$ cat src/include/video_cfg.svh
`ifndef VIDEO_CFG_SVH
`define VIDEO_CFG_SVH

// frame buffer geometry
`define FB_W        240
`define FB_H        160
`define FB_DEPTH    (`FB_W * `FB_H)
`define FB_AW       16

// BGR555 pixel, red in the low bits
`define COLOR_W     15

// 640x480 raster
`define H_ACTIVE    640
`define H_FP        16
`define H_SYNC      96
`define H_BP        48
`define H_TOTAL     (`H_ACTIVE + `H_FP + `H_SYNC + `H_BP)

`define V_ACTIVE    480
`define V_FP        10
`define V_SYNC      2
`define V_BP        33
`define V_TOTAL     (`V_ACTIVE + `V_FP + `V_SYNC + `V_BP)

// top-left of the doubled picture in active space
`define PIC_X0      80
`define PIC_Y0      80

`endif

$ cat src/design/video_pkg.sv
`default_nettype none

`include "video_cfg.svh"

package video_pkg;

    // BGR555 to RGB444, keep top four bits per channel
    function automatic logic [11:0] to_vga_rgb(input logic [`COLOR_W-1:0] c);
        logic [3:0] r;
        logic [3:0] g;
        logic [3:0] b;
        r = c[4:1];
        g = c[9:6];
        b = c[14:11];
        return {r, g, b};
    endfunction

endpackage : video_pkg

`default_nettype wire

$ cat src/design/scan_counter.sv
`default_nettype none

module scan_counter #(
    parameter int WIDTH = 10,
    parameter int MAX   = 799
) (
    input  logic             clk,
    input  logic             rst_b,
    input  logic             en,
    input  logic             clear,
    output logic [WIDTH-1:0] count,
    output logic             last
);

    logic [WIDTH-1:0] count_nxt;

    assign last = (count == WIDTH'(MAX));

    // clear wins over enable
    always_comb begin
        if (clear) begin
            count_nxt = '0;
        end else if (!en) begin
            count_nxt = count;
        end else if (last) begin
            count_nxt = '0;
        end else begin
            count_nxt = count + 1'b1;
        end
    end

    always_ff @(posedge clk or negedge rst_b) begin
        if (!rst_b) begin
            count <= '0;
        end else begin
            count <= count_nxt;
        end
    end

endmodule : scan_counter

`default_nettype wire

$ cat src/design/vga_scanout.sv
`default_nettype none

`include "video_cfg.svh"

module vga_scanout
    import video_pkg::*;
(
    input  logic                clk,
    input  logic                rst_b,
    input  logic [`COLOR_W-1:0] rd_data,
    output logic [`FB_AW-1:0]   rd_addr,
    output logic                frame_start,
    output logic [3:0]          vga_r,
    output logic [3:0]          vga_g,
    output logic [3:0]          vga_b,
    output logic                vga_hs,
    output logic                vga_vs,
    output logic                vga_de
);

    localparam int HS_BEGIN = `H_ACTIVE + `H_FP;
    localparam int VS_BEGIN = `V_ACTIVE + `V_FP;
    localparam int PIC_X1   = `PIC_X0 + 2 * `FB_W;
    localparam int PIC_Y1   = `PIC_Y0 + 2 * `FB_H;

    logic [9:0]  hcnt;
    logic [9:0]  vcnt;
    logic        h_last;
    logic        v_last;
    logic        active;
    logic        window;
    logic        hs;
    logic        vs;
    logic [9:0]  hx;
    logic [9:0]  vy;
    logic [7:0]  fx;
    logic [7:0]  fy;
    logic        de_d1;
    logic        win_d1;
    logic        hs_d1;
    logic        vs_d1;
    logic [11:0] rgb;

    scan_counter #(.WIDTH(10), .MAX(`H_TOTAL - 1)) u_hcnt (
        .clk   (clk),
        .rst_b (rst_b),
        .en    (1'b1),
        .clear (1'b0),
        .count (hcnt),
        .last  (h_last)
    );

    scan_counter #(.WIDTH(10), .MAX(`V_TOTAL - 1)) u_vcnt (
        .clk   (clk),
        .rst_b (rst_b),
        .en    (h_last),
        .clear (1'b0),
        .count (vcnt),
        .last  (v_last)
    );

    // stage 0, decode raster position
    assign active = (hcnt < 10'(`H_ACTIVE)) && (vcnt < 10'(`V_ACTIVE));
    assign window = (hcnt >= 10'(`PIC_X0)) && (hcnt < 10'(PIC_X1))
                 && (vcnt >= 10'(`PIC_Y0)) && (vcnt < 10'(PIC_Y1));
    assign hs = !((hcnt >= 10'(HS_BEGIN)) && (hcnt < 10'(HS_BEGIN + `H_SYNC)));
    assign vs = !((vcnt >= 10'(VS_BEGIN)) && (vcnt < 10'(VS_BEGIN + `V_SYNC)));

    // halve the picture-relative position for the doubled image
    assign hx = hcnt - 10'(`PIC_X0);
    assign vy = vcnt - 10'(`PIC_Y0);
    assign fx = hx[8:1];
    assign fy = vy[8:1];

    assign rd_addr = window ? (`FB_AW'(fy) * `FB_AW'(`FB_W) + `FB_AW'(fx)) : '0;

    // pulse lands while counters sit at 0,0
    always_ff @(posedge clk or negedge rst_b) begin
        if (!rst_b) begin
            frame_start <= 1'b0;
        end else begin
            frame_start <= h_last && v_last;
        end
    end

    // stage 1, flags wait for memory read data
    always_ff @(posedge clk or negedge rst_b) begin
        if (!rst_b) begin
            de_d1  <= 1'b0;
            win_d1 <= 1'b0;
            hs_d1  <= 1'b1;
            vs_d1  <= 1'b1;
        end else begin
            de_d1  <= active;
            win_d1 <= window;
            hs_d1  <= hs;
            vs_d1  <= vs;
        end
    end

    assign rgb = to_vga_rgb(rd_data);

    // stage 2, output registers, border forced black
    always_ff @(posedge clk or negedge rst_b) begin
        if (!rst_b) begin
            vga_de <= 1'b0;
            vga_hs <= 1'b1;
            vga_vs <= 1'b1;
            vga_r  <= '0;
            vga_g  <= '0;
            vga_b  <= '0;
        end else begin
            vga_de <= de_d1;
            vga_hs <= hs_d1;
            vga_vs <= vs_d1;
            vga_r  <= win_d1 ? rgb[11:8] : 4'h0;
            vga_g  <= win_d1 ? rgb[7:4] : 4'h0;
            vga_b  <= win_d1 ? rgb[3:0] : 4'h0;
        end
    end

    // delayed flags must stay aligned through the pipeline
    a_de_outside_sync : assert property (@(posedge clk) disable iff (!rst_b)
        vga_de |-> (vga_hs && vga_vs))
        else $error("data enable during sync pulse");

endmodule : vga_scanout

`default_nettype wire

$ cat config.mk
export PLATFORM = sky130hd
export DESIGN_NAME = vga_scanout
export DESIGN_NICKNAME = d
export VERILOG_FILES = /design/src/design/video_pkg.sv /design/src/design/scan_counter.sv /design/src/design/vga_scanout.sv
export VERILOG_INCLUDE_DIRS = /design/src /design/src/include
export SDC_FILE = /design/constraint.sdc
export NUM_CORES = 1
export LEC_CHECK = 0
export BUFFER_PORTS_ARGS = -buffer_cell sky130_fd_sc_hd__buf_2
export CAP_MARGIN = 25
export CORE_MARGIN = 10
export CORE_UTILIZATION = 60
export CTS_BUF_LIST = sky130_fd_sc_hd__clkbuf_2
export DETAILED_ROUTE_END_ITERATION = 8
export PLACE_DENSITY_LB_ADDON = 0.25
export SKIP_CTS_REPAIR_TIMING = 1
export SYNTH_ARGS = -nofsm -noshare
export SYNTH_HDL_FRONTEND = slang
export SYNTH_HIERARCHICAL = 1
export SYNTH_SLANG_ARGS = --single-unit
$ cat constraint.sdc
create_clock -name clk -period 9.3 [get_ports clk]
set_input_delay 2.325 -clock clk [delete_from_list [all_inputs] [get_ports clk]]
set_output_delay 2.325 -clock clk [all_outputs]
set_load 0.01 [all_outputs]
== Word level (Yosys, flattened, before mapping) ==
Cells that the tools add are included.

* Register bits: 40
* Input bits: 17
* Output and inout port bits: 32
* Logic and storage cells: 46

* $add $sub $neg: 5
* $mul: 1
* Order comparisons: 10
* Equal/unequal tests: 2
* Mux-type cells: 6
* Reduce and logical (&&, ||, !) cells: 9

{| class="wikitable"
|+ Operator list
! cell !! count
|-
| $lt 10x10->1 const B || 3
|-
| $lt 10x9->1 const B || 3
|-
| $add 10x1->10 const B || 2
|-
| $eq 10x10->1 const B || 2
|-
| $ge 10x7->1 const B || 2
|-
| $mux 10 || 2
|-
| $sub 9x7->9 const B || 2
|-
| $add 16x8->16 || 1
|-
| $mux 16 || 1
|-
| $mul 8x4->12 const B || 1
|-
| $mux 4 || 3
|-
| $ge 10x10->1 const B || 1
|-
| $ge 10x9->1 const B || 1
|-
| $logic_and 1x1->1 || 7
|-
| $logic_not 1->1 || 2
|}

== Depth between registers and ports, before layout ==
Gate-level depths: netlist (run 1).

* Word-level depth: 5
* Depth in mapped cells: 16
* Depth with buffers taken out: 16

== Cells and area by module ==
Netlist (run 1), hierarchy kept.

{| class="wikitable"
|+ By module, submodules not included
! module !! times used !! cells an instance !! area each (um^2)
|-
| vga_scanout || 1 || 240 || 2197.1
|-
| scan_counter (u_hcnt) || 1 || 59 || 594.3
|-
| scan_counter (u_vcnt) || 1 || 56 || 571.8
|}

== Worst setup path after synthesis (run 1) ==
OpenSTA, ideal clock, no wires.

* Path type: reg2out
* From: reg u_vcnt.count[4]
* To: out rd_addr[15]
* Arrival time: 3957 ps
* Setup slack: 3018 ps
* Stages on the path, launching flop included: 15
* Buffers on the path: 0
* Path through: dfrtp_1 > inv_1 > ha_1 > xnor2_1 > inv_1 > xnor2_1 > xor2_1 > fa_1 > inv_1 > ha_1 > or4b_1 > nand3_2 > and4_1 > and4bb_1 > mux2i_1

* Word-level cells in the longest chain between the ends: 4

{| class="wikitable"
|+ RTL lines
! item !! line !! RTL
|-
| start, declared || scan_counter.sv:11 || <nowiki>output logic [WIDTH-1:0] count,</nowiki>
|-
| start signal, assigned || scan_counter.sv:36 || <nowiki>count <= count_nxt;</nowiki>
|-
| $sub 9x7->9 or $ge 10x7->1 (tied branches) || vga_scanout.sv:71, vga_scanout.sv:65 ||
|-
| $mul 8x4->12 (no source line) or $logic_and 1x1->1 (tied branches) || - ||
|-
| $add 16x8->16 (no source line) or $logic_and 1x1->1 (tied branches) || - ||
|-
| $mux 16 * || vga_scanout.sv:75 || <nowiki>assign rd_addr = window ? (`FB_AW'(fy) * `FB_AW'(`FB_W) + `FB_AW'(fx)) : '0;</nowiki>
|-
| end, declared || vga_scanout.sv:11 || <nowiki>output logic [`FB_AW-1:0] rd_addr,</nowiki>
|}

Mark *: on every way between the ends. The rest lies on a longest branch, timed or not.

== Worst setup path in the final report (run 1) ==
Ends and elaborated chain as after synthesis.

==> results of run 1 <==
## cells in the mapped netlist (all sizes together) (2+ instances only)
cell	n	share of area [%]
o211ai	3	0.67
and3	2	0.52
o31ai	3	0.67
or4	2	0.45
nor3	6	0.89
nand4	6	2.0
dfrtp	36	27
nor4	2	0.37
and4	2	0.52
or2	2	0.37
clkbuf	2	0.26
nor2b	5	1.2
or3	2	0.37
ha	34	13
fa	9	5.4
a21oi	16	2.4
nor2	31	3.5
a21o	6	1.6
a31oi	2	0.37
o311ai	3	0.78
inv	42	4.7
a211o	2	0.52
buf	2	0.56
dfstp	4	3.1
o2111ai	2	0.52
or3b	2	0.52
nor3b	5	1.3
conb	2	0.22
o41ai	3	1.3
a211oi	3	0.82
nand4b	3	1.2
xnor2	17	4.4
and2	18	3.3
a2111oi	3	0.97
nand2	16	1.8
xor2	16	4.2
o21ai	12	1.8
nand2b	5	0.93
nand3	8	1.3
## area by class of cell
class	count	area (um^2)
Timing Repair Buffer	45	225
Multi-Input combinational cell	274	2190
Clock buffer	5	25.0
Fill cell	455	1740
Clock inverter	3	42.5
Sequential cell	40	1010
Tap cell	72	90.1
Inverter	42	158
## where the power goes
group          internal (mW)  leakage [nW]  switching [mW]  total [mW]
clock network         0.0451        0.0406          0.0591       0.104
logic                0.00400          1.29         0.00779      0.0118
registers              0.175         0.533         0.00133       0.176
## routing by layer
metal	track usage [%]	up-vias	routed length, um
met2	25.6	72	3270
li1	-	1335	-
met3	2.46	13	379
met1	18.9	1192	2930
met4	5.61	0	116
met5	0	-	0
## cells in the final DEF (no fill, tap or decap), drive strengths merged, types with 4 or more instances in the layout
| cell | instances |
|---|---|
| nand2 | 16 |
| inv | 42 |
| nand4 | 6 |
| nor3 | 6 |
| clkbuf | 5 |
| buf | 45 |
| a21oi | 16 |
| nor3b | 5 |
| and2 | 18 |
| xor2 | 16 |
| dfrtp | 36 |
| o21ai | 12 |
| dfstp | 4 |
| ha | 34 |
| xnor2 | 17 |
| nor2b | 5 |
| nor2 | 31 |
| conb | 7 |
| nand2b | 5 |
| a21o | 6 |
| nand3 | 8 |
| fa | 9 |
## worst max path at each step
stage / start / endpoint / slack (ps) / depth (start not counted)
after detailed placement: u_vcnt/count[4] / rd_addr[15] / 2570 / 16
after global routing: u_vcnt/count[4] / rd_addr[15] / 1580 / 16
after global placement: u_vcnt/count[4] / rd_addr[15] / 2620 / 15
after floorplan: u_vcnt/count[4] / rd_addr[15] / 3020 / 14
final: u_vcnt/count[4] / rd_addr[15] / 2100 / 16
after CTS: u_vcnt/count[4] / rd_addr[15] / 2070 / 16
## per-stage QoR
| step | power (mW) | hold slack (ps) | cell area, um^2 | util [%] |
|---|---|---|---|---|
| CTS | 0.293 | 369 | 3740 | 68.3 |
| global placement | 0.190 | 333 | 3670 | 67.1 |
| floorplan | 0.184 | 331 | 3380 | - |
| detailed placement | 0.191 | 342 | 3670 | 67.1 |
| global route | 0.303 | 393 | 3740 | 68.3 |
| finish | 0.292 | 359 | 3740 | 68.3 |
## sequential cells by signal, summed over array words and instances (netlist names)
| signal | cells |
|---|---|
| de_d1 | 1 |
| frame_start | 1 |
| hs_d1 | 1 |
| u_hcnt/count | 10 |
| u_vcnt/count | 10 |
| vga_b | 4 |
| vga_de | 1 |
| vga_g | 4 |
| vga_hs | 1 |
| vga_r | 4 |
| vga_vs | 1 |
| vs_d1 | 1 |
| win_d1 | 1 |
## critical path: cells and delay by family, from the launching register on
kind            cells  cell delay [ps]
buf+inv             4              560
simple gates        2              390
compound gates      2              580
mux                 1              130
xor+xnor            4              970
flops               1              730
fa+ha+maj           3             1110
## cells by family (layout without fill, tap and decap cells)
family	Yosys count	after routing	synth area share, %
flops	40	40	29.9
compound gates	67	67	15.1
buf+inv	46	95	5.51
xor+xnor	33	33	8.59
mux	2	2	0.632
simple gates	122	122	22.1
other cells	2	7	0.223
fa+ha+maj	43	43	18.0
==> report_table.html, run 1 <==
<table>
<tr><th>Metric</th><th>Value</th></tr>
<tr><th colspan="2">Setup path</th></tr>
<tr><td>CP most frequent cell</td><td>sky130_fd_sc_hd__inv_1</td></tr>
<tr><td>Highest cell delay on the worst timing path</td><td>730 ps</td></tr>
<tr><td>Slowest stage cell, crit path</td><td>sky130_fd_sc_hd__dfrtp_1</td></tr>
<tr><td>Reg-to-Reg Start</td><td>u_hcnt/count[0]</td></tr>
<tr><td>Reg-to-reg endpoint</td><td>u_vcnt/count[8]</td></tr>
<tr><td>Startpoint-to-endpoint class of the critical path</td><td>flop to output pin</td></tr>
<tr><td>Highest net fanout along the worst path</td><td>11</td></tr>
<tr><td>Endpoint type of the worst setup path</td><td>output pin</td></tr>
<tr><td>Data arrival time of the critical path</td><td>4880 ps</td></tr>
<tr><td>List of cells traversed by the critical path</td><td>inv_1 -&gt; ha_1 -&gt; xnor2_1 -&gt; inv_1 -&gt; xnor2_1 -&gt; xor2_1 -&gt; fa_1 -&gt; inv_1 -&gt; ha_1 -&gt; a2111oi_2 -&gt; o21ai_0 -&gt; nand2_1 -&gt; xor2_1 -&gt; and4bb_1 -&gt; mux2i_1 -&gt; buf_2</td></tr>
<tr><td>Worst endpoint required time</td><td>6980 ps</td></tr>
<tr><td>Cell depth of the worst flop-to-flop path</td><td>7</td></tr>
<tr><td>Worst R2R Setup Slack</td><td>6750 ps</td></tr>
<tr><td>Startpoint Class</td><td>flop</td></tr>
<tr><th colspan="2">Clocking</th></tr>
<tr><td>Count of clock tree sinks</td><td>40</td></tr>
<tr><td>Clock slew at the register clock pins of the worst setup and hold paths</td><td>220 ps</td></tr>
<tr><td>Clock root cell</td><td>sky130_fd_sc_hd__clkbuf_2</td></tr>
<tr><td>Clock tree buffer depth</td><td>2</td></tr>
<tr><td>Number of clock buffers inserted by TritonCTS</td><td>5</td></tr>
<tr><td>TritonCTS clock tree</td><td>yes</td></tr>
<tr><td>H-tree depth reported by CTS</td><td>2</td></tr>
<tr><td>Clock latency on the worst-skew pair</td><td>410 ps</td></tr>
<tr><th colspan="2">Routing</th></tr>
<tr><td>Final wirelength</td><td>6690 um</td></tr>
<tr><td>Number of DRC markers after the initial detailed-route iteration</td><td>104</td></tr>
<tr><td>Post-DRT Antenna Nets</td><td>0</td></tr>
<tr><td>Length of the first detailed-routing pass in iterations</td><td>4</td></tr>
<tr><td>DRC violations left</td><td>0</td></tr>
<tr><td>Number of vias in the routed layout</td><td>2612</td></tr>
<tr><td>WL/cell</td><td>13.9 um</td></tr>
<tr><td>Mean number of vias per cell</td><td>5.43</td></tr>
<tr><th colspan="2">Timing</th></tr>
<tr><td>Portion of the clock cycle consumed by the worst path in the final layout</td><td>77.4%</td></tr>
<tr><td>Max-slew violation total from the final report</td><td>0</td></tr>
<tr><td>Final hold violation count</td><td>0</td></tr>
<tr><td>Final number of setup-violating endpoints</td><td>0</td></tr>
<tr><td>Achievable frequency</td><td>139 MHz</td></tr>
<tr><td>Worst Tran Pin Value</td><td>900 ps</td></tr>
<tr><td>Post-route worst setup slack</td><td>2100 ps</td></tr>
<tr><td>Setup repair after global routing missed its margin</td><td>no</td></tr>
<tr><td>Relative max-transition margin</td><td>39.5%</td></tr>
<tr><td>Final Critical Period</td><td>7200 ps</td></tr>
<tr><td>Total negative slack for setup checks</td><td>0 ps</td></tr>
<tr><td>Clock skew</td><td>22.8 ps</td></tr>
<tr><th colspan="2">Die</th></tr>
<tr><td>Die ar.</td><td>9000 um^2</td></tr>
<tr><td>Vertical die dimension</td><td>94.9 um</td></tr>
<tr><td>Floorplan die width</td><td>94.9 um</td></tr>
<tr><td>Count of pins on the block boundary</td><td>49</td></tr>
<tr><td>Initial cell density of the core</td><td>61.5%</td></tr>
<tr><td>Row cnt</td><td>27</td></tr>
<tr><td>Area of the core region</td><td>5470 um^2</td></tr>
<tr><th colspan="2">Status</th></tr>
<tr><td>Result of the run</td><td>complete, no violations</td></tr>
<tr><th colspan="2">Min path</th></tr>
<tr><td>Capture endpoint of the worst hold path</td><td>vga_de</td></tr>
<tr><td>Hold Crit Depth</td><td>0</td></tr>
<tr><td>Hold WC Path Type</td><td>flop to flop</td></tr>
<tr><td>Hold_sp</td><td>de_d1</td></tr>
<tr><th colspan="2">GRT</th></tr>
<tr><td>Global routing usage summed across all routing layers</td><td>15.1%</td></tr>
<tr><td>Wire length of the first global-routing pass</td><td>11400 um</td></tr>
<tr><td>Number of global-route vias before repair</td><td>2475</td></tr>
<tr><td>Pin count of the biggest net entering global routing</td><td>41</td></tr>
<tr><td>Residual overflow from global routing</td><td>0</td></tr>
<tr><td>Initial antenna violation count</td><td>0</td></tr>
<tr><th colspan="2">Cells and area</th></tr>
<tr><td>Syn-to-layout area delta</td><td>11.1%</td></tr>
<tr><td>Final Net Count</td><td>468</td></tr>
<tr><td>Antenna diode count</td><td>0</td></tr>
<tr><td>Fraction of final layout cells with drive strength greater than 1</td><td>17.8%</td></tr>
<tr><td>Final Instance Count excl. Fillers</td><td>481</td></tr>
<tr><th colspan="2">Placed design</th></tr>
<tr><td>PortBufs</td><td>45</td></tr>
<tr><td>Inst Count DP</td><td>473</td></tr>
<tr><td>Placer congestion estimate</td><td>0.826</td></tr>
<tr><td>HPWL after detailed placement</td><td>5150 um</td></tr>
<tr><td>Worst-case setup slack after placement</td><td>2570 ps</td></tr>
<tr><th colspan="2">Power</th></tr>
<tr><td>Leak pwr</td><td>1.86 nW</td></tr>
<tr><td>Power Dens Cells</td><td>78.2 nW/um^2</td></tr>
<tr><td>Maximum VDD drop</td><td>0.106 mV</td></tr>
<tr><th colspan="2">Yosys</th></tr>
<tr><td>Fraction of registers with async set/reset</td><td>100%</td></tr>
<tr><td>Most common flop cell mapped by yosys</td><td>sky130_fd_sc_hd__dfrtp_1</td></tr>
<tr><td>Sequential element share of the synthesized area</td><td>29.9%</td></tr>
<tr><td>Number of warnings reported in the yosys synthesis log</td><td>6</td></tr>
<tr><td>Synth unique cells</td><td>70</td></tr>
<tr><td>Synthesized flop and latch total</td><td>40</td></tr>
<tr><td>Summed instance area of the synthesized netlist</td><td>3360 um^2</td></tr>
<tr><td>Number of flops mapped to enable cells by yosys</td><td>0</td></tr>
<tr><td>Mapped Cells</td><td>355</td></tr>
<tr><td>Synthesized area per cell</td><td>9.47 um^2</td></tr>
<tr><th colspan="2">Flow run</th></tr>
<tr><td>Reported max-cap violation count</td><td>0</td></tr>
</table>
(Power assumes the default switching activity.)
==> run 2: changes to the inputs <==
==> constraint.sdc (replaced) <==
create_clock -name clk -period 7.1 [get_ports clk]
set_input_delay 1.775 -clock clk [delete_from_list [all_inputs] [get_ports clk]]
set_output_delay 1.775 -clock clk [all_outputs]
set_load 0.01 [all_outputs]
==> report_table.html, run 2 (synthesis gave the netlist of run 1 again) <==
<table>
<tr><th>Metric</th><th>Value</th></tr>
<tr><th colspan="2">Setup path</th></tr>
<tr><td>Startpoint-to-endpoint class of the critical path</td><td>flop to output pin</td></tr>
<tr><td>Cell depth of the worst flop-to-flop path</td><td>7 (unchanged)</td></tr>
<tr><td>Worst R2R Setup Slack</td><td>4530 ps (-2220 ps)</td></tr>
<tr><td>List of cells traversed by the critical path</td><td>inv_1 -&gt; ha_1 -&gt; xnor2_1 -&gt; inv_1 -&gt; xnor2_1 -&gt; xor2_1 -&gt; fa_1 -&gt; inv_1 -&gt; ha_1 -&gt; a2111oi_2 -&gt; o21ai_0 -&gt; nand2_1 -&gt; xor2_1 -&gt; and4bb_1 -&gt; mux2i_1 -&gt; buf_2</td></tr>
<tr><td>Gate family responsible for the most delay along the worst path</td><td>adder cells</td></tr>
<tr><td>Highest net fanout along the worst path</td><td>13 (+2)</td></tr>
<tr><td>CP most frequent cell</td><td>sky130_fd_sc_hd__inv_1</td></tr>
<tr><td>Reg-to-reg endpoint</td><td>u_vcnt/count[8]</td></tr>
<tr><td>Data arrival time of the critical path</td><td>4740 ps (-140 ps)</td></tr>
<tr><td>Endpoint type of the worst setup path</td><td>output pin</td></tr>
<tr><td>Slowest stage cell, crit path</td><td>sky130_fd_sc_hd__dfrtp_1</td></tr>
<tr><td>Reg-to-Reg Start</td><td>u_hcnt/count[1]</td></tr>
<tr><td>Worst endpoint required time</td><td>5330 ps (-1650 ps)</td></tr>
<tr><td>Buffer and inverter count on the worst path</td><td>4 (unchanged)</td></tr>
<tr><td>Highest cell delay on the worst timing path</td><td>670 ps (-60 ps)</td></tr>
<tr><td>Startpoint Class</td><td>flop</td></tr>
<tr><th colspan="2">Timing</th></tr>
<tr><td>Smallest hold slack</td><td>347 ps (-12.3 ps)</td></tr>
<tr><td>Clock skew</td><td>27.4 ps (+4.60 ps)</td></tr>
<tr><td>Max-slew violation total from the final report</td><td>0 (unchanged)</td></tr>
<tr><td>Achievable frequency</td><td>154 MHz</td></tr>
<tr><td>Final hold violation count</td><td>0 (unchanged)</td></tr>
<tr><td>Setup repair after global routing missed its margin</td><td>no</td></tr>
<tr><td>Relative max-transition margin</td><td>42.1% (+2.6 points)</td></tr>
<tr><td>Portion of the clock cycle consumed by the worst path in the final layout</td><td>91.7%</td></tr>
<tr><td>Total negative slack for setup checks</td><td>0 ps (unchanged)</td></tr>
<tr><td>Worst Tran Pin Value</td><td>861 ps (-39.0 ps)</td></tr>
<tr><td>Final Critical Period</td><td>6510 ps</td></tr>
<tr><td>Final number of setup-violating endpoints</td><td>0 (unchanged)</td></tr>
<tr><td>Post-route worst setup slack</td><td>587 ps (-1510 ps)</td></tr>
<tr><th colspan="2">Die</th></tr>
<tr><td>Count of pins on the block boundary</td><td>49 (unchanged)</td></tr>
<tr><td>Die ar.</td><td>9000 um^2 (unchanged)</td></tr>
<tr><td>Initial cell density of the core</td><td>61.5% (unchanged)</td></tr>
<tr><td>Floorplan die width</td><td>94.9 um (unchanged)</td></tr>
<tr><td>Vertical die dimension</td><td>94.9 um (unchanged)</td></tr>
<tr><td>Row cnt</td><td>27 (unchanged)</td></tr>
<tr><td>Area of the core region</td><td>5470 um^2 (unchanged)</td></tr>
<tr><th colspan="2">Cells and area</th></tr>
<tr><td>Leading cell type in the layout, fill and taps excluded</td><td>sky130_fd_sc_hd__buf_2</td></tr>
<tr><td>Commonest cells after routing, fill and taps aside</td><td>sky130_fd_sc_hd__buf_2, sky130_fd_sc_hd__inv_1, sky130_fd_sc_hd__dfrtp_1</td></tr>
<tr><td>Final Net Count</td><td>468 (unchanged)</td></tr>
<tr><td>Syn-to-layout area delta</td><td>11.3%</td></tr>
<tr><td>Biggest registers after layout</td><td>u_hcnt/count: 10 flops, u_vcnt/count: 10 flops</td></tr>
<tr><td>Final Instance Count excl. Fillers</td><td>481 (unchanged)</td></tr>
<tr><td>End-of-flow core utilization</td><td>68.4% (+0.091 points)</td></tr>
<tr><td>Antenna diode count</td><td>0 (unchanged)</td></tr>
<tr><td>Fraction of final layout cells with drive strength greater than 1</td><td>18.3% (+0.49 points)</td></tr>
<tr><td>Fill count</td><td>471 (+3.5%)</td></tr>
<tr><td>Final Instance Area</td><td>3740 um^2 (+0.13%)</td></tr>
<tr><th colspan="2">Placed design</th></tr>
<tr><td>Total placed instance area</td><td>3670 um^2 (unchanged)</td></tr>
<tr><td>PortBufs</td><td>45 (unchanged)</td></tr>
<tr><td>Worst-case setup slack after placement</td><td>860 ps (-1710 ps)</td></tr>
<tr><td>Placer congestion estimate</td><td>0.822 (-0.45%)</td></tr>
<tr><td>Inst Count DP</td><td>473 (unchanged)</td></tr>
<tr><td>HPWL after detailed placement</td><td>5180 um (+0.53%)</td></tr>
<tr><th colspan="2">Clocking</th></tr>
<tr><td>Clock tree buffer depth</td><td>2 (unchanged)</td></tr>
<tr><td>Clock latency on the worst-skew pair</td><td>410 ps (about the same)</td></tr>
<tr><td>Number of clock buffers inserted by TritonCTS</td><td>5 (unchanged)</td></tr>
<tr><td>TritonCTS clock tree</td><td>yes</td></tr>
<tr><td>Count of clock tree sinks</td><td>40 (unchanged)</td></tr>
<tr><td>H-tree depth reported by CTS</td><td>2 (unchanged)</td></tr>
<tr><td>Clock slew at the register clock pins of the worst setup and hold paths</td><td>220 ps (about the same)</td></tr>
<tr><td>Clock root cell</td><td>sky130_fd_sc_hd__clkbuf_2</td></tr>
<tr><th colspan="2">GRT</th></tr>
<tr><td>Initial antenna violation count</td><td>0 (unchanged)</td></tr>
<tr><td>Global routing usage summed across all routing layers</td><td>15.0% (-0.11 points)</td></tr>
<tr><td>Residual overflow from global routing</td><td>0 (unchanged)</td></tr>
<tr><td>GR met3 Demand/Resource</td><td>2.46% (unchanged)</td></tr>
<tr><td>Number of global-route vias before repair</td><td>2548 (+2.9%)</td></tr>
<tr><td>Wire length of the first global-routing pass</td><td>11300 um (-1.0%)</td></tr>
<tr><td>Met1 track demand over resource in global routing</td><td>17.9% (-0.99 points)</td></tr>
<tr><td>Pin count of the biggest net entering global routing</td><td>41 (unchanged)</td></tr>
<tr><td>Top Usage Layer GRT</td><td>met2</td></tr>
<tr><td>GRT met2 Usage</td><td>26.9% (+1.3 points)</td></tr>
<tr><th colspan="2">Routing</th></tr>
<tr><td>Post-DRT Antenna Nets</td><td>0 (unchanged)</td></tr>
<tr><td>Final wirelength</td><td>6580 um (-1.6%)</td></tr>
<tr><td>Number of DRC markers after the initial detailed-route iteration</td><td>102 (-1.9%)</td></tr>
<tr><td>WL/cell</td><td>13.7 um (-1.6%)</td></tr>
<tr><td>DRC violations left</td><td>0 (unchanged)</td></tr>
<tr><td>Length of the first detailed-routing pass in iterations</td><td>4 (unchanged)</td></tr>
<tr><td>Mean number of vias per cell</td><td>5.49 (+1.1%)</td></tr>
<tr><td>Number of vias in the routed layout</td><td>2640 (+1.1%)</td></tr>
<tr><th colspan="2">Min path</th></tr>
<tr><td>Capture endpoint of the worst hold path</td><td>vga_de</td></tr>
<tr><td>Hold Crit Depth</td><td>0 (unchanged)</td></tr>
<tr><td>Hold WC Path Type</td><td>flop to flop</td></tr>
<tr><td>Hold_sp</td><td>de_d1</td></tr>
<tr><th colspan="2">Power</th></tr>
<tr><td>Total design power</td><td>385 uW (+32%)</td></tr>
<tr><td>Maximum VDD drop</td><td>0.0943 mV (-11%)</td></tr>
<tr><td>Power Dens Cells</td><td>103 nW/um^2 (+32%)</td></tr>
<tr><td>Leak pwr</td><td>1.86 nW (-0.14%)</td></tr>
<tr><th colspan="2">Status</th></tr>
<tr><td>Result of the run</td><td>complete, no violations</td></tr>
<tr><th colspan="2">Flow run</th></tr>
<tr><td>Reported max-cap violation count</td><td>0 (unchanged)</td></tr>
</table>
[run 2: worst register-to-register path: stages, from the launching register on]
cell	delay, ps
sky130_fd_sc_hd__dfrtp_1	510
sky130_fd_sc_hd__ha_1	260
sky130_fd_sc_hd__nand4bb_1	250
sky130_fd_sc_hd__nor3_1	730
sky130_fd_sc_hd__o21ai_1	280
sky130_fd_sc_hd__nor3_1	280
sky130_fd_sc_hd__xnor2_1	150
sky130_fd_sc_hd__nor2_1	50
[run 2: final cells by class]
cell class / count / area [um^2] / share of cell area, %
clock buffers: 5 / 25.0 / 0.669
clock inverters: 3 / 46.3 / 1.24
inverters: 42 / 158 / 4.21
multi-input cells: 274 / 2190 / 58.5
flip-flops and latches: 40 / 1010 / 26.9
well taps: 72 / 90.1 / 2.41
repair buffers: 45 / 225 / 6.02
[run 2: how the worst max path moves through the flow]
| stage | from | to | slack [ps] | cells after the start |
|---|---|---|---|---|
| after global placement | u_vcnt/count[4] | rd_addr[15] | 970 | 15 |
| after CTS | u_vcnt/count[4] | rd_addr[15] | 340 | 16 |
| after floorplan | u_vcnt/count[4] | rd_addr[15] | 1370 | 14 |
| after global routing | u_vcnt/count[5] | rd_addr[15] | 210 | 16 |
| after detailed placement | u_vcnt/count[4] | rd_addr[15] | 860 | 16 |
| final | u_vcnt/count[5] | rd_addr[15] | 590 | 16 |
[run 2: where the power goes]
part | leakage, nW | internal, mW | switching, mW
combinational | 1.29 | 0.00524 | 0.00996
sequential | 0.532 | 0.229 | 0.00178
clock | 0.0396 | 0.0606 | 0.0783
total | 1.86 | 0.295 | 0.0900
[run 2: layer usage]
layer  wire length (um)  vias to the layer above
met3                331                        6
met5                  0                        -
met1               2800                     1248
li1                   -                     1331
met4                 67                        0
met2               3380                       55
==> run 3: changes to the inputs <==
--- a/config.mk
+++ b/config.mk
@@ -13,6 +13,7 @@
 export CTS_BUF_LIST = sky130_fd_sc_hd__clkbuf_2
 export DETAILED_ROUTE_END_ITERATION = 8
 export PLACE_DENSITY_LB_ADDON = 0.25
+export RECOVER_POWER = 100
 export SKIP_CTS_REPAIR_TIMING = 1
 export SYNTH_ARGS = -nofsm -noshare
 export SYNTH_HDL_FRONTEND = slang
==> report_table.html, run 3 (synthesis gave the netlist of run 1 again) <==
<table>
<tr><th>Metric</th><th>Value</th></tr>
<tr><th colspan="2">Die</th></tr>
<tr><td>Row cnt</td><td>27 (unchanged)</td></tr>
<tr><td>Area of the core region</td><td>5470 um^2 (unchanged)</td></tr>
<tr><td>Vertical die dimension</td><td>94.9 um (unchanged)</td></tr>
<tr><td>Initial cell density of the core</td><td>61.5% (unchanged)</td></tr>
<tr><td>Count of pins on the block boundary</td><td>49 (unchanged)</td></tr>
<tr><td>Die ar.</td><td>9000 um^2 (unchanged)</td></tr>
<tr><td>Floorplan die width</td><td>94.9 um (unchanged)</td></tr>
<tr><th colspan="2">Flow run</th></tr>
<tr><td>Reported max-cap violation count</td><td>1 (+1)</td></tr>
<tr><th colspan="2">GRT</th></tr>
<tr><td>Number of global-route vias before repair</td><td>2548 (unchanged)</td></tr>
<tr><td>Wire length of the first global-routing pass</td><td>11300 um (unchanged)</td></tr>
<tr><td>Initial antenna violation count</td><td>0 (unchanged)</td></tr>
<tr><td>Residual overflow from global routing</td><td>0 (unchanged)</td></tr>
<tr><td>Global routing usage summed across all routing layers</td><td>15.0% (unchanged)</td></tr>
<tr><td>Pin count of the biggest net entering global routing</td><td>41 (unchanged)</td></tr>
<tr><th colspan="2">Setup path</th></tr>
<tr><td>Data arrival time of the critical path</td><td>4830 ps (+90 ps)</td></tr>
<tr><td>Startpoint Class</td><td>flop</td></tr>
<tr><td>Reg-to-Reg Start</td><td>u_hcnt/count[0]</td></tr>
<tr><td>Worst R2R Setup Slack</td><td>4520 ps (about the same)</td></tr>
<tr><td>Worst endpoint required time</td><td>5330 ps (about the same)</td></tr>
<tr><td>Startpoint-to-endpoint class of the critical path</td><td>flop to output pin</td></tr>
<tr><td>Highest cell delay on the worst timing path</td><td>680 ps (about the same)</td></tr>
<tr><td>Cell depth of the worst flop-to-flop path</td><td>7 (unchanged)</td></tr>
<tr><td>Slowest stage cell, crit path</td><td>sky130_fd_sc_hd__dfrtp_1</td></tr>
<tr><td>Highest net fanout along the worst path</td><td>13 (unchanged)</td></tr>
<tr><td>Reg-to-reg endpoint</td><td>u_vcnt/count[8]</td></tr>
<tr><td>Endpoint type of the worst setup path</td><td>output pin</td></tr>
<tr><td>List of cells traversed by the critical path</td><td>inv_1 -&gt; ha_1 -&gt; xnor2_1 -&gt; inv_1 -&gt; xnor2_1 -&gt; xor2_1 -&gt; fa_1 -&gt; inv_1 -&gt; ha_1 -&gt; or4b_1 -&gt; nand3_1 -&gt; nand4b_1 -&gt; o311ai_0 -&gt; o41ai_1 -&gt; buf_2</td></tr>
<tr><td>CP most frequent cell</td><td>sky130_fd_sc_hd__inv_1</td></tr>
<tr><th colspan="2">Cells and area</th></tr>
<tr><td>Final Net Count</td><td>468 (unchanged)</td></tr>
<tr><td>Commonest cells after routing, fill and taps aside</td><td>sky130_fd_sc_hd__inv_1, sky130_fd_sc_hd__dfrtp_1, sky130_fd_sc_hd__ha_1</td></tr>
<tr><td>Leading cell type in the layout, fill and taps excluded</td><td>sky130_fd_sc_hd__inv_1</td></tr>
<tr><td>Final Instance Area</td><td>3660 um^2 (-2.3%)</td></tr>
<tr><td>Antenna diode count</td><td>0 (unchanged)</td></tr>
<tr><td>Fraction of final layout cells with drive strength greater than 1</td><td>10.3% (-8.1 points)</td></tr>
<tr><td>Syn-to-layout area delta</td><td>8.74%</td></tr>
<tr><td>Fill count</td><td>501 (+6.4%)</td></tr>
<tr><td>Biggest registers after layout</td><td>u_hcnt/count: 10 flops, u_vcnt/count: 10 flops</td></tr>
<tr><th colspan="2">Power</th></tr>
<tr><td>Maximum VDD drop</td><td>0.0944 mV (about the same)</td></tr>
<tr><td>Leak pwr</td><td>1.71 nW (-7.9%)</td></tr>
<tr><td>Power Dens Cells</td><td>105 nW/um^2 (+2.5%)</td></tr>
<tr><td>Total design power</td><td>386 uW (+0.13%)</td></tr>
<tr><th colspan="2">Clocking</th></tr>
<tr><td>TritonCTS clock tree</td><td>yes</td></tr>
<tr><td>Count of clock tree sinks</td><td>40 (unchanged)</td></tr>
<tr><td>Clock root cell</td><td>sky130_fd_sc_hd__clkbuf_2</td></tr>
<tr><td>Number of clock buffers inserted by TritonCTS</td><td>5 (unchanged)</td></tr>
<tr><td>H-tree depth reported by CTS</td><td>2 (unchanged)</td></tr>
<tr><td>Clock tree buffer depth</td><td>2 (unchanged)</td></tr>
<tr><td>Clock latency on the worst-skew pair</td><td>410 ps (about the same)</td></tr>
<tr><td>Clock slew at the register clock pins of the worst setup and hold paths</td><td>230 ps (about the same)</td></tr>
<tr><th colspan="2">Timing</th></tr>
<tr><td>Max-slew violation total from the final report</td><td>41 (+41)</td></tr>
<tr><td>Relative max-transition margin</td><td>-35.6% (-78 points)</td></tr>
<tr><td>Worst Tran Pin Value</td><td>2030 ps (+1170 ps)</td></tr>
<tr><td>Final number of setup-violating endpoints</td><td>0 (unchanged)</td></tr>
<tr><td>Total negative slack for setup checks</td><td>0 ps (unchanged)</td></tr>
<tr><td>Final Critical Period</td><td>6610 ps (+94.4 ps)</td></tr>
<tr><td>Achievable frequency</td><td>151 MHz (-1.4%)</td></tr>
<tr><td>Clock skew</td><td>30.4 ps (+2.96 ps)</td></tr>
<tr><td>Setup repair after global routing missed its margin</td><td>no</td></tr>
<tr><td>Final hold violation count</td><td>0 (unchanged)</td></tr>
<tr><td>Portion of the clock cycle consumed by the worst path in the final layout</td><td>93.1% (+1.3 points)</td></tr>
<tr><th colspan="2">Status</th></tr>
<tr><td>Failing checks</td><td>max-capacitance violations, max-slew violations</td></tr>
<tr><td>Result of the run</td><td>finished, violations left</td></tr>
<tr><th colspan="2">Min path</th></tr>
<tr><td>Hold Crit Depth</td><td>0 (unchanged)</td></tr>
<tr><td>Capture endpoint of the worst hold path</td><td>vga_de</td></tr>
<tr><td>Hold WC Path Type</td><td>flop to flop</td></tr>
<tr><td>Hold_sp</td><td>de_d1</td></tr>
<tr><th colspan="2">Placed design</th></tr>
<tr><td>PortBufs</td><td>45 (unchanged)</td></tr>
<tr><td>Total placed instance area</td><td>3670 um^2 (unchanged)</td></tr>
<tr><td>HPWL after detailed placement</td><td>5180 um (unchanged)</td></tr>
<tr><td>Placer congestion estimate</td><td>0.822 (unchanged)</td></tr>
<tr><th colspan="2">Routing</th></tr>
<tr><td>Post-DRT Antenna Nets</td><td>0 (unchanged)</td></tr>
<tr><td>Mean number of vias per cell</td><td>5.51 (+0.34%)</td></tr>
<tr><td>DRC violations left</td><td>0 (unchanged)</td></tr>
<tr><td>Number of DRC markers after the initial detailed-route iteration</td><td>143 (+40%)</td></tr>
<tr><td>Length of the first detailed-routing pass in iterations</td><td>4 (unchanged)</td></tr>
<tr><td>Number of vias in the routed layout</td><td>2649 (+0.34%)</td></tr>
<tr><td>WL/cell</td><td>13.8 um (+1.2%)</td></tr>
<tr><td>Final wirelength</td><td>6660 um (+1.2%)</td></tr>
</table>
run 3: worst max-delay path: cells and delay by family (launching register included):
kind	cells	cell delay [ps]
flops	1	680
xor+xnor	3	670
compound gates	2	490
simple gates	3	900
fa+ha+maj	3	1180
buf+inv	4	490
run 3: routing by layer:
layer  wire, um  global-route usage [%]  vias up
li1           -                       -     1330
met1       2880                    17.9     1266
met2       3390                    26.9       46
met3        321                    2.46        7
met4         72                    4.49        0
met5          0                       0        -
run 3: how the worst max path moves through the flow:
stage / from / endpoint / slack [ps]
finish: u_vcnt/count[5] / rd_addr[14] / 490
global placement: u_vcnt/count[4] / rd_addr[15] / 970
floorplan: u_vcnt/count[4] / rd_addr[15] / 1370
global route: u_vcnt/count[5] / rd_addr[14] / 140
CTS: u_vcnt/count[4] / rd_addr[15] / 340
detailed placement: u_vcnt/count[4] / rd_addr[15] / 860
run 3: area by class of cell:
class,instances,area (um^2),area share [%]
Clock buffer,5,25.0,0.684
Clock inverter,3,46.3,1.27
Inverter,42,158,4.31
Multi-Input combinational cell,274,2140,58.5
Sequential cell,40,1010,27.5
Tap cell,72,90.1,2.46
Timing Repair Buffer,45,190,5.20
run 3: stage by stage:
step	utilization [%]	hold WS [ps]	setup WS [ps]	instances
finish	66.8	348	492	481
global route	66.8	369	145	481
CTS	68.4	354	338	481
detailed placement	67.1	343	860	473
global placement	67.1	334	973	473
floorplan	-	331	1370	360
run 3: power breakdown:
group,internal (mW),switching (mW),total [mW]
Combinational,0.00471,0.00970,0.0144
Sequential,0.229,0.00180,0.231
Clock,0.0606,0.0795,0.140
Total,0.294,0.0910,0.386
